$ cat src/logic/mixer_pkg.sv
`default_nettype none

package mixer_pkg;

  // width of one payload word
  localparam int DATA_W = 64;

  // channel tag carried with every output beat
  typedef enum logic {
    CH0 = 1'b0,
    CH1 = 1'b1
  } chan_t;

  // one output beat, tag in the top bit
  typedef struct packed {
    chan_t             chan;
    logic [DATA_W-1:0] data;
  } mix_beat_t;

  // fifo status seen by the requester and the fsm
  typedef struct packed {
    logic empty;       // no entries
    logic prog_empty;  // fewer than one burst stored
    logic prog_full;   // at or above the input threshold
  } fifo_flags_t;

endpackage

`default_nettype wire

$ cat src/logic/chan_fifo.sv
`timescale 1ns/1ns
`default_nettype none

module chan_fifo #(
  parameter int DEPTH     = 16,
  parameter int PROG_FULL = 12,
  parameter int BURST_LEN = 4
) (
  input  logic                              clk,
  input  logic                              rst_n,
  input  logic                              push,
  input  logic [mixer_pkg::DATA_W-1:0]      push_data,
  input  logic                              pop,
  output logic [mixer_pkg::DATA_W-1:0]      head,
  output logic [$clog2(DEPTH+1)-1:0]        level,
  output mixer_pkg::fifo_flags_t            flags
);

  import mixer_pkg::*;

  localparam int PTR_W = $clog2(DEPTH);

  logic [DATA_W-1:0] mem [DEPTH];
  logic [PTR_W-1:0]  wr_ptr;
  logic [PTR_W-1:0]  rd_ptr;

  // storage, no reset needed
  always_ff @(posedge clk) begin
    if (push) begin
      mem[wr_ptr] <= push_data;
    end
  end

  always_ff @(posedge clk or negedge rst_n) begin
    if (!rst_n) begin
      wr_ptr <= '0;
    end else if (push) begin
      if (wr_ptr == PTR_W'(DEPTH - 1)) begin
        wr_ptr <= '0;  // wrap for non power of two depths
      end else begin
        wr_ptr <= wr_ptr + 1'b1;
      end
    end
  end

  always_ff @(posedge clk or negedge rst_n) begin
    if (!rst_n) begin
      rd_ptr <= '0;
    end else if (pop) begin
      if (rd_ptr == PTR_W'(DEPTH - 1)) begin
        rd_ptr <= '0;
      end else begin
        rd_ptr <= rd_ptr + 1'b1;
      end
    end
  end

  // fill level, push and pop may coincide
  always_ff @(posedge clk or negedge rst_n) begin
    if (!rst_n) begin
      level <= '0;
    end else begin
      case ({push, pop})
        2'b10:   level <= level + 1'b1;
        2'b01:   level <= level - 1'b1;
        default: level <= level;
      endcase
    end
  end

  assign head = mem[rd_ptr];  // show-ahead, valid while not empty

  // flags follow the registered level
  assign flags.empty      = (level == '0);
  assign flags.prog_empty = (level < BURST_LEN);
  assign flags.prog_full  = (level >= PROG_FULL);

  // upstream must respect prog_full, so full is never reached
  a_no_overflow : assert property (
    @(posedge clk) disable iff (!rst_n)
    (level == DEPTH) |-> !push
  ) else $error("push into a full channel fifo");

  // the fsm only pops a non-empty channel
  a_no_underflow : assert property (
    @(posedge clk) disable iff (!rst_n)
    pop |-> !flags.empty
  ) else $error("pop from an empty channel fifo");

endmodule

`default_nettype wire

$ cat src/logic/read_requester.sv
`timescale 1ns/1ns
`default_nettype none

module read_requester #(
  parameter int DEPTH        = 16,
  parameter int BURST_LEN    = 4,
  parameter int FLUSH_CYCLES = 8
) (
  input  logic                       clk,
  input  logic                       rst_n,
  input  logic [$clog2(DEPTH+1)-1:0] level,
  input  mixer_pkg::fifo_flags_t     flags,
  input  logic                       granted,
  output logic                       req
);

  import mixer_pkg::*;

  localparam int CNT_W = $clog2(FLUSH_CYCLES + 1);

  logic [CNT_W-1:0] wait_cnt;
  logic             thresh_hit;
  logic             count_en;
  logic             timer_hit;

  assign thresh_hit = (level >= BURST_LEN);  // a full burst is waiting

  // partial load sitting idle
  assign count_en  = !flags.empty && flags.prog_empty && !granted;
  assign timer_hit = count_en && (wait_cnt == CNT_W'(FLUSH_CYCLES - 1));

  // wait timer, restarts whenever the partial load condition breaks
  always_ff @(posedge clk or negedge rst_n) begin
    if (!rst_n) begin
      wait_cnt <= '0;
    end else if (!count_en) begin
      wait_cnt <= '0;
    end else if (!timer_hit) begin
      wait_cnt <= wait_cnt + 1'b1;
    end
  end

  always_ff @(posedge clk or negedge rst_n) begin
    if (!rst_n) begin
      req <= 1'b0;
    end else if (granted) begin
      req <= 1'b0;  // served, drop until needed again
    end else if (thresh_hit || timer_hit) begin
      req <= 1'b1;
    end
  end

endmodule

`default_nettype wire

$ cat src/logic/burst_counter.sv
`timescale 1ns/1ns
`default_nettype none

module burst_counter #(
  parameter int BURST_LEN = 4
) (
  input  logic clk,
  input  logic rst_n,
  input  logic burst_start,
  input  logic beat_pop,
  output logic burst_done
);

  localparam int CNT_W = $clog2(BURST_LEN + 1);

  logic [CNT_W-1:0] cnt;

  always_ff @(posedge clk or negedge rst_n) begin
    if (!rst_n) begin
      cnt        <= '0;
      burst_done <= 1'b0;
    end else if (burst_start) begin
      cnt        <= '0;  // new grant
      burst_done <= 1'b0;
    end else if (beat_pop) begin
      cnt <= cnt + 1'b1;
      if (cnt == CNT_W'(BURST_LEN - 1)) begin
        burst_done <= 1'b1;  // last beat of this grant
      end
    end
  end

  a_cnt_bound : assert property (
    @(posedge clk) disable iff (!rst_n)
    cnt <= CNT_W'(BURST_LEN)
  ) else $error("burst count above burst length");

  // the fsm must stop popping once the burst is complete
  a_no_pop_after_done : assert property (
    @(posedge clk) disable iff (!rst_n)
    burst_done |-> !beat_pop
  ) else $error("pop after burst_done");

endmodule

`default_nettype wire

$ cat src/logic/mixer_fsm.sv
`timescale 1ns/1ns
`default_nettype none

module mixer_fsm (
  input  logic                         clk,
  input  logic                         rst_n,
  input  logic                         req0,
  input  logic                         req1,
  input  mixer_pkg::fifo_flags_t       flags0,
  input  mixer_pkg::fifo_flags_t       flags1,
  input  logic [mixer_pkg::DATA_W-1:0] head0,
  input  logic [mixer_pkg::DATA_W-1:0] head1,
  input  logic                         burst_done,
  output logic                         pop0,
  output logic                         pop1,
  output logic                         burst_start,
  output logic                         granted0,
  output logic                         granted1,
  output mixer_pkg::mix_beat_t         out_beat,
  output logic                         out_valid,
  input  logic                         out_ready
);

  import mixer_pkg::*;

  typedef enum logic [1:0] {
    IDLE   = 2'd0,
    GRANT0 = 2'd1,
    GRANT1 = 2'd2
  } state_t;

  state_t state_q;
  state_t state_d;
  chan_t  last_ch;
  logic   slot_free;

  assign granted0  = (state_q == GRANT0);
  assign granted1  = (state_q == GRANT1);
  assign slot_free = !out_valid || out_ready;  // slot empty or draining

  assign pop0 = granted0 && !flags0.empty && slot_free && !burst_done;
  assign pop1 = granted1 && !flags1.empty && slot_free && !burst_done;

  always_comb begin
    state_d     = state_q;
    burst_start = 1'b0;
    case (state_q)
      IDLE: begin
        // favour the channel not served last
        if (req0 && (!req1 || last_ch == CH1)) begin
          state_d     = GRANT0;
          burst_start = 1'b1;
        end else if (req1) begin
          state_d     = GRANT1;
          burst_start = 1'b1;
        end
      end
      GRANT0: begin
        if (burst_done || flags0.empty) begin
          state_d = IDLE;
        end
      end
      GRANT1: begin
        if (burst_done || flags1.empty) begin
          state_d = IDLE;
        end
      end
      default: state_d = IDLE;
    endcase
  end

  always_ff @(posedge clk or negedge rst_n) begin
    if (!rst_n) begin
      state_q <= IDLE;
      last_ch <= CH1;  // so ch0 wins the first tie
    end else begin
      state_q <= state_d;
      if (state_d == GRANT0 && state_q == IDLE) begin
        last_ch <= CH0;
      end else if (state_d == GRANT1 && state_q == IDLE) begin
        last_ch <= CH1;
      end
    end
  end

  // output slot
  always_ff @(posedge clk or negedge rst_n) begin
    if (!rst_n) begin
      out_valid <= 1'b0;
    end else if (pop0 || pop1) begin
      out_valid <= 1'b1;
    end else if (out_ready) begin
      out_valid <= 1'b0;
    end
  end

  always_ff @(posedge clk) begin
    if (pop0) begin
      out_beat <= '{chan: CH0, data: head0};
    end else if (pop1) begin
      out_beat <= '{chan: CH1, data: head1};
    end
  end

  // a new grant has to start from a cleared beat count
  a_start_clears_done : assert property (
    @(posedge clk) disable iff (!rst_n)
    burst_start |=> !burst_done
  ) else $error("burst_done still set at the start of a grant");

endmodule

`default_nettype wire

$ cat src/logic/two_ch_mixer.sv
`timescale 1ns/1ns
`default_nettype none

module two_ch_mixer #(
  parameter int DEPTH        = 16,
  parameter int PROG_FULL    = 12,
  parameter int BURST_LEN    = 4,
  parameter int FLUSH_CYCLES = 8
) (
  input  logic                         clk,
  input  logic                         rst_n,
  input  logic [mixer_pkg::DATA_W-1:0] ch0_data,
  input  logic                         ch0_valid,
  output logic                         ch0_ready,
  input  logic [mixer_pkg::DATA_W-1:0] ch1_data,
  input  logic                         ch1_valid,
  output logic                         ch1_ready,
  output mixer_pkg::mix_beat_t         out_beat,
  output logic                         out_valid,
  input  logic                         out_ready
);

  import mixer_pkg::*;

  localparam int LVL_W = $clog2(DEPTH + 1);

  logic              push0, push1;
  logic              pop0, pop1;
  logic [DATA_W-1:0] head0, head1;
  logic [LVL_W-1:0]  level0, level1;
  fifo_flags_t       flags0, flags1;
  logic              req0, req1;
  logic              granted0, granted1;
  logic              burst_start;
  logic              burst_done;

  // ready while below the programmable full level
  assign ch0_ready = !flags0.prog_full;
  assign ch1_ready = !flags1.prog_full;
  assign push0     = ch0_valid && ch0_ready;
  assign push1     = ch1_valid && ch1_ready;

  chan_fifo #(
    .DEPTH     (DEPTH),
    .PROG_FULL (PROG_FULL),
    .BURST_LEN (BURST_LEN)
  ) ch0_fifo_i (
    .clk       (clk),
    .rst_n     (rst_n),
    .push      (push0),
    .push_data (ch0_data),
    .pop       (pop0),
    .head      (head0),
    .level     (level0),
    .flags     (flags0)
  );

  chan_fifo #(
    .DEPTH     (DEPTH),
    .PROG_FULL (PROG_FULL),
    .BURST_LEN (BURST_LEN)
  ) ch1_fifo_i (
    .clk       (clk),
    .rst_n     (rst_n),
    .push      (push1),
    .push_data (ch1_data),
    .pop       (pop1),
    .head      (head1),
    .level     (level1),
    .flags     (flags1)
  );

  read_requester #(
    .DEPTH        (DEPTH),
    .BURST_LEN    (BURST_LEN),
    .FLUSH_CYCLES (FLUSH_CYCLES)
  ) ch0_req_i (
    .clk     (clk),
    .rst_n   (rst_n),
    .level   (level0),
    .flags   (flags0),
    .granted (granted0),
    .req     (req0)
  );

  read_requester #(
    .DEPTH        (DEPTH),
    .BURST_LEN    (BURST_LEN),
    .FLUSH_CYCLES (FLUSH_CYCLES)
  ) ch1_req_i (
    .clk     (clk),
    .rst_n   (rst_n),
    .level   (level1),
    .flags   (flags1),
    .granted (granted1),
    .req     (req1)
  );

  burst_counter #(
    .BURST_LEN (BURST_LEN)
  ) burst_counter_i (
    .clk         (clk),
    .rst_n       (rst_n),
    .burst_start (burst_start),
    .beat_pop    (pop0 || pop1),
    .burst_done  (burst_done)
  );

  mixer_fsm mixer_fsm_i (
    .clk         (clk),
    .rst_n       (rst_n),
    .req0        (req0),
    .req1        (req1),
    .flags0      (flags0),
    .flags1      (flags1),
    .head0       (head0),
    .head1       (head1),
    .burst_done  (burst_done),
    .pop0        (pop0),
    .pop1        (pop1),
    .burst_start (burst_start),
    .granted0    (granted0),
    .granted1    (granted1),
    .out_beat    (out_beat),
    .out_valid   (out_valid),
    .out_ready   (out_ready)
  );

endmodule

`default_nettype wire

$ cat config.mk
export PLATFORM = sky130hd
export DESIGN_NAME = two_ch_mixer
export DESIGN_NICKNAME = d
export VERILOG_FILES = /design/src/logic/mixer_pkg.sv /design/src/logic/chan_fifo.sv /design/src/logic/read_requester.sv /design/src/logic/burst_counter.sv /design/src/logic/mixer_fsm.sv /design/src/logic/two_ch_mixer.sv
export SDC_FILE = /design/constraint.sdc
export NUM_CORES = 2
export LEC_CHECK = 0
export ABC_CLOCK_PERIOD_IN_PS = 6850
export CAP_MARGIN = 15
export CORE_MARGIN = 2
export CORE_UTILIZATION = 63
export DETAILED_ROUTE_END_ITERATION = 16
export DONT_BUFFER_PORTS = 1
export GPL_ROUTABILITY_DRIVEN = 0
export PLACE_DENSITY_LB_ADDON = 0.1
export SLEW_MARGIN = 20
export SYNTH_ARGS = -nofsm -noshare
export SYNTH_HDL_FRONTEND = slang
export SYNTH_SLANG_ARGS = --single-unit
$ cat constraint.sdc
create_clock -name clk -period 6.85 [get_ports clk]
set_clock_uncertainty 0.05 [all_clocks]
set_input_delay 1.37 -clock clk [delete_from_list [all_inputs] [get_ports clk]]
set_output_delay 1.37 -clock clk [all_outputs]
set_load 0.02 [all_outputs]
==> After elaboration in Yosys (flattened, before gate mapping) <==
Memory sizes are Yosys's and may differ from the RTL's.
Cells that the tools add are included.
{ "totals": {"regBits": 109, "latchBits": 0, "mem_bits_rw": 2048, "romBits": 0, "in_bits": 133, "output_inout_bits": 68, "mem_count": 2} }
{ "memory_table": {"columns": ["name", "words", "word_bits", "read_ports", "rd_ports_with_merged_regs", "wr", "line_no", "source"], "rows": [
  ["ch0_fifo_i.mem", 16, 64, 1, 0, 1, "chan_fifo.sv:23", "logic [DATA_W-1:0] mem [DEPTH];"],
  ["ch1_fifo_i.mem", 16, 64, 1, 0, 1, "chan_fifo.sv:23", null]
]} }
{ "op_classes": {"add_sub_neg": 11, "multipliers": 0, "div": 0, "n_lt_le_gt_ge": 6, "eq_ne": 17, "shifts": 0, "muxes": 37, "bitwise": 0, "n_reduce_logical": 46} }
{ "op_table": {"columns": ["operator", "count"], "rows": [
  ["$mux 64", 2],
  ["$mux 4", 8],
  ["$add 4x1->4 const B", 6],
  ["$pmux 5 s2", 2],
  ["$mux 1", 18],
  ["$reduce_bool 2->1", 9],
  ["$logic_and 1x1->1", 17],
  ["$eq 4x4->1 const B", 4],
  ["$add 5x1->5 const B", 2],
  ["$ge 5x3->1 const B", 2],
  ["$ge 5x4->1 const B", 2],
  ["$logic_not 5->1", 2],
  ["$lt 5x3->1 const B", 2],
  ["$sub 5x1->5 const B", 2],
  ["$logic_not 1->1", 9],
  ["$eq 2x1->1 const B", 4],
  ["$eq 2x2->1 const B", 4],
  ["$eq 4x3->1 const B", 2],
  ["$mux 2", 4],
  ["$logic_or 1x1->1", 7],
  ["$mux 3", 2],
  ["$pmux 2 s3", 1],
  ["$ne 2x2->1 const B", 2],
  ["$add 3x1->3 const B", 1],
  ["3 further kinds", 3]
]} }

==> Longest topological paths before layout <==
{ "logic_depth": {"word_depth": 9, "depth_mapped": 15, "ltp_nobuf": 11} }

==> Modules after synthesis <==
Synthesis repeated with hierarchy kept, for this count alone.
{ "hier_totals": {"cells_unflattened": 3564, "hier_area_um2": 81772.2} }
{ "modules_own_cells": {"columns": ["mod", "instances", "cells_per_inst", "area_each_um2"], "rows": [
  ["chan_fifo at ch0_fifo_i", 1, 1668, 39065.0],
  ["chan_fifo at ch1_fifo_i", 1, 1668, 39017.4],
  ["mixer_fsm", 1, 164, 3007.9],
  ["read_requester", 2, 22, 240.2],
  ["burst_counter", 1, 15, 175.2],
  ["two_ch_mixer", 1, 5, 26.3]
]} }

==> Worst setup path after synthesis <==
OpenSTA, ideal clock, no wires.
{ "synth_path": {"path_kind": "input port to flip-flop", "startpoint": "input port ch1_valid", "endpoint": "memory ch1_fifo_i.mem[11][0] (enable)", "setup_time_ns": 0.578, "arrival_time_ns": 6.386, "required_time_ns": 6.222, "path_slack_ns": -0.164, "stages": 3, "path_cell_list": "and2_1 -> nand2_1 -> nor3b_1"} }
{ "synth_between": {"elab_chain_len": 3} }
{ "synth_lines": {"columns": ["item", "line_no", "source"], "rows": [
  ["start, declared", "two_ch_mixer.sv:16", "input logic ch1_valid,"],
  ["$logic_and 1x1->1", "two_ch_mixer.sv:41", "assign push1 = ch1_valid && ch1_ready;"],
  ["$mux 1", "chan_fifo.sv:29", "if (push) begin"],
  ["$mux 1 (implied by the code)", "chan_fifo.sv:30", "mem[wr_ptr] <= push_data;"],
  ["end, declared", "chan_fifo.sv:23", null]
]} }
Every way passes these cells.

==> Final worst setup path <==
{ "layout_path": {"startpoint": "register ch0_fifo_i.level[2]", "endpoint": "register, netlist name mixer_fsm_i.out_beat[22]"} }
{ "layout_between": {"elab_chain_len": 6} }
{ "layout_lines": {"columns": ["item", "line_no", "source"], "rows": [
  ["start, declared", "chan_fifo.sv:15", "output logic [$clog2(DEPTH+1)-1:0] level,"],
  ["start signal, assigned", "chan_fifo.sv:64", "2'b10: level <= level + 1'b1;"],
  ["start signal, assigned", "chan_fifo.sv:65", "2'b01: level <= level - 1'b1;"],
  ["start signal, assigned", "chan_fifo.sv:66", "default: level <= level;"],
  ["$logic_not 5->1", "chan_fifo.sv:74", "assign flags.empty = (level == '0);"],
  ["$logic_not 1->1", "mixer_fsm.sv:41", "assign pop0 = granted0 && !flags0.empty && slot_free && !burst_done;"],
  ["$logic_and 1x1->1 (3 in series)", "mixer_fsm.sv:41", null],
  ["$reduce_bool 2->1 (no source line)", null, null]
]} }
Every way passes these cells.
A chain may end at the register's enable or synchronous reset.

==> results.md <==
- Status: finished, final reports clean
- Clk Tree Root Cell: clkbuf_16
- Placed instance area: approximately 84000 um2
- Simple-Gate Fraction of Synth Area: 0.830%
- Final core occ: 69.8%
- Post-route antenna net violation count: 0
- VDD IR-drop max: approximately 0.00036 V
- Slowest CP cell: or3_4
- Routed via count: between 30000 and 40000
- Tcrit/Tclk final: between 60% and 70%
- Syn. warnings: 0
- Crit Path Class: reg -> reg
- Clock slew at reported path FFs: approximately 0.06 ns
- Cell area after layout: about 90000 um2
- Largest net degree at the start of global routing: 100
- CTS buffer count: approximately 200
- Post-CTS Setup Inserts: 0
- CP Launch Type: flip-flop
- First-pass GRT wire length: 263 mm
- Skew-Pair Late Insertion Delay: 0.81 ns
- Post-Synthesis Cells: 3964
- M3 GR Usage: 8.55%
- Pleak: approximately 29 nW
- Flops & latches, synth: approximately 2200
- Ys async rst share: between 2 and 2.5%
- Num ports: between 200 and 250
- Relative slew slack: roughly 23%
- Standard-cell rows: between 100 and 150
- Cell family with most CP delay: buffers and inverters
- First-iteration detailed-routing DRC count: between 4000 and 5000
- RSZ-0062 raised after global routing: false
- Overall Global Routing Usage: 27.8%
- Xor/xnor share of the synthesized area: 0.171%
- Final hold vios: 0
- Worst Tran Pin Value: 1.15 ns
- Met1 usage: 38.9%
- Synth Cell Area: between 80000 and 90000 um2
- Drt total wl: approximately 180 mm
- CP max stage delay: 0.77 ns
- Post-synthesis sequential area ratio: between 70% and 80%
- Required time of the worst setup path: between 7 and 8 ns
- # DRC: 0
- GR peak layer: met2
- Longest Clk Path Bufs: 3
- Synth Area per Inst: a little over 20 um2
- Die Wd: approximately 360 um
- FMAX: around 230 MHz
- TritonRoute pass-1 iters: 5
- Worst path cell trace: or3_4, nor3_2, or3_4, clkinv_2, buf_4, nor2_4, clkinv_2, buf_4
- Mux share of post-synthesis cell area: between 10% and 20%
- Synth top area share: around 77%
- Worst Hold Class: in -> async
- Vias in the first global route: 38706
- Core box area: ~130000 um2
- EDFF count, synth: between 2000 and 2500
- Post-DP HPWL: ~100 mm
- CTS H-tree lvls: 4
- Synthesized Nets: slightly above 4000
- Nets: approximately 4200
- Synth Area in Adders: 0.345%
- Total grt overflow: 0
- CTS sink cnt: 2157
- Pins Over Slew Limit: 0
- Number of vias per cell: approximately 6.5
- Synth Area in Compound Gates: 4.97%
- CTS tree: built
- Final setup vio count: 0
- Worst hold slack: approximately 0.20 ns
- CP arrival: slightly below 5 ns
- CP Buf/Inv Count: 4
- Initial Util: between 60% and 70%
- Power density over the cells: a little over 400 nW/um2
- Die area: between 100000 and 150000 um2
- Area Overhead vs Synth: 10.2%
- IO Port Bufs: 0
- Top cells by area, synth: edfxtp_1 (77%), mux4_2 (7.1%), mux2i_1 (6.3%)
- Combinational family with the most area after synthesis: multiplexers
- Post-synth cell types: 54
- CP Max Fanout: 70
- Yosys top cell by area: edfxtp_1
- Predominant post-synthesis flop cell: edfxtp_1
- Cts hold-fix bufs: 0
- Initial antenna violation count: 5
- Avg WL per Cell: approximately 31 um
- Grt met2 use: between 40 and 50%
- Top cells by count, synth: edfxtp_1 (2112), mux2i_1 (512), mux4_2 (259), o22ai_1 (254), a21oi_1 (144)
- CP endpoint kind: flip-flop
- Most common cell in the synthesized netlist: edfxtp_1
- Max-capacitance violation count: 0
- Layout cells sized above 1: ~16%
- # resized after CTS: 0
- Die Y: 365 um
- Period minus WS final: between 4 and 5 ns
-- registers in the layout, summed over array words and instances (netlist names) --
register                    flops
ch1_fifo_i.rd_ptr               4
ch1_fifo_i.wr_ptr               4
ch0_req_i.req                   1
mixer_fsm_i.out_valid           1
ch0_fifo_i.mem               1024
mixer_fsm_i.last_ch             1
mixer_fsm_i.out_beat           65
ch0_fifo_i.level                5
ch1_fifo_i.level                5
ch1_req_i.req                   1
ch0_req_i.wait_cnt              4
ch1_fifo_i.mem               1024
burst_counter_i.burst_done      1
ch0_fifo_i.wr_ptr               4
burst_counter_i.cnt             3
ch1_req_i.wait_cnt              4
mixer_fsm_i.state_q             2
ch0_fifo_i.rd_ptr               4
-- kinds of logic (layout without fill, tap and decap cells) --
family / Yosys count / in the layout
mux: 774 / 774
fa+ha+maj: 22 / 22
compound gates: 625 / 625
simple gates: 131 / 131
buf+inv: 239 / 478
other cells: 0 / 1
xor+xnor: 16 / 16
flops: 2157 / 2157
-- final cells by class --
class | instances | area, um2
Sequential cell | 2157 | 64600
Inverter | 15 | 58.8
Multi-Input combinational cell | 1568 | 16500
Clock inverter | 114 | 845
Tap cell | 1742 | 2180
Timing Repair Buffer | 82 | 682
Clock buffer | 267 | 5450
Antenna cell | 1 | 2.50
Fill cell | 7881 | 39100
-- power by group --
part	switching (mW)	internal, mW	total (mW)	leakage, nW
logic	5.45	3.56	9.01	6.75
registers	1.17	15.7	16.9	19.6
clock network	4.64	6.03	10.7	3.07
-- through the flow --
stage	instances	setup slack, ns	power (mW)	setup TNS, ns
after floorplan	3964	-0.164	23.0	-19.76
after global placement	5563	1.90	25.9	0
after detailed placement	5563	1.85	26.1	0
after CTS	5944	2.37	36.6	0
after global routing	5945	2.18	37.8	0
final	5946	2.44	36.5	0
-- final timing paths --
kind,start,to,slack (ns),cells after the start
max,ch0_fifo_i.level[2]$_DFFE_PN0P_,mixer_fsm_i.out_beat[22]$_DFFE_PP_,2.44,8
min,rst_n,mixer_fsm_i.state_q[0]$_DFF_PN0_,0.20,0
max reg2reg,ch0_fifo_i.level[2]$_DFFE_PN0P_,mixer_fsm_i.out_beat[22]$_DFFE_PP_,2.44,8
min reg2reg,ch0_fifo_i.level[4]$_DFFE_PN0P_,ch0_fifo_i.level[4]$_DFFE_PN0P_,0.44,1
max in group asynchronous,rst_n,mixer_fsm_i.last_ch$_DFFE_PN1P_,6.37,0
min in group clk,ch0_fifo_i.level[4]$_DFFE_PN0P_,ch0_fifo_i.level[4]$_DFFE_PN0P_,0.44,1
-- layer usage --
layer | wire (um) | share of wire (%)
met5 | 7 | 0.0039
met2 | 87000 | 48
met1 | 73100 | 40
met3 | 18000 | 9.9
met4 | 3400 | 1.9
-- cells in the final DEF (no fill, tap or decap), types with 6 or more instances in the layout --
cell,instances
a211oi_2,10
nor2_4,16
o21ai_0,19
nand2_1,25
nor2_1,23
nor3_2,6
nand3b_1,7
bufinv_16,12
inv_1,13
o22ai_1,254
nand3_1,9
dfrtp_1,37
clkinv_1,62
dfrtp_4,6
mux4_2,259
buf_4,76
xnor2_1,9
edfxtp_1,2112
nand2b_1,7
a21oi_1,144
clkinv_2,32
and3_4,6
a211o_1,63
mux2i_1,512
ha_1,21
a211oi_1,119
xor2_1,7
clkbuf_16,209
clkbuf_1,58
Power figures use the tool's default switching activity.
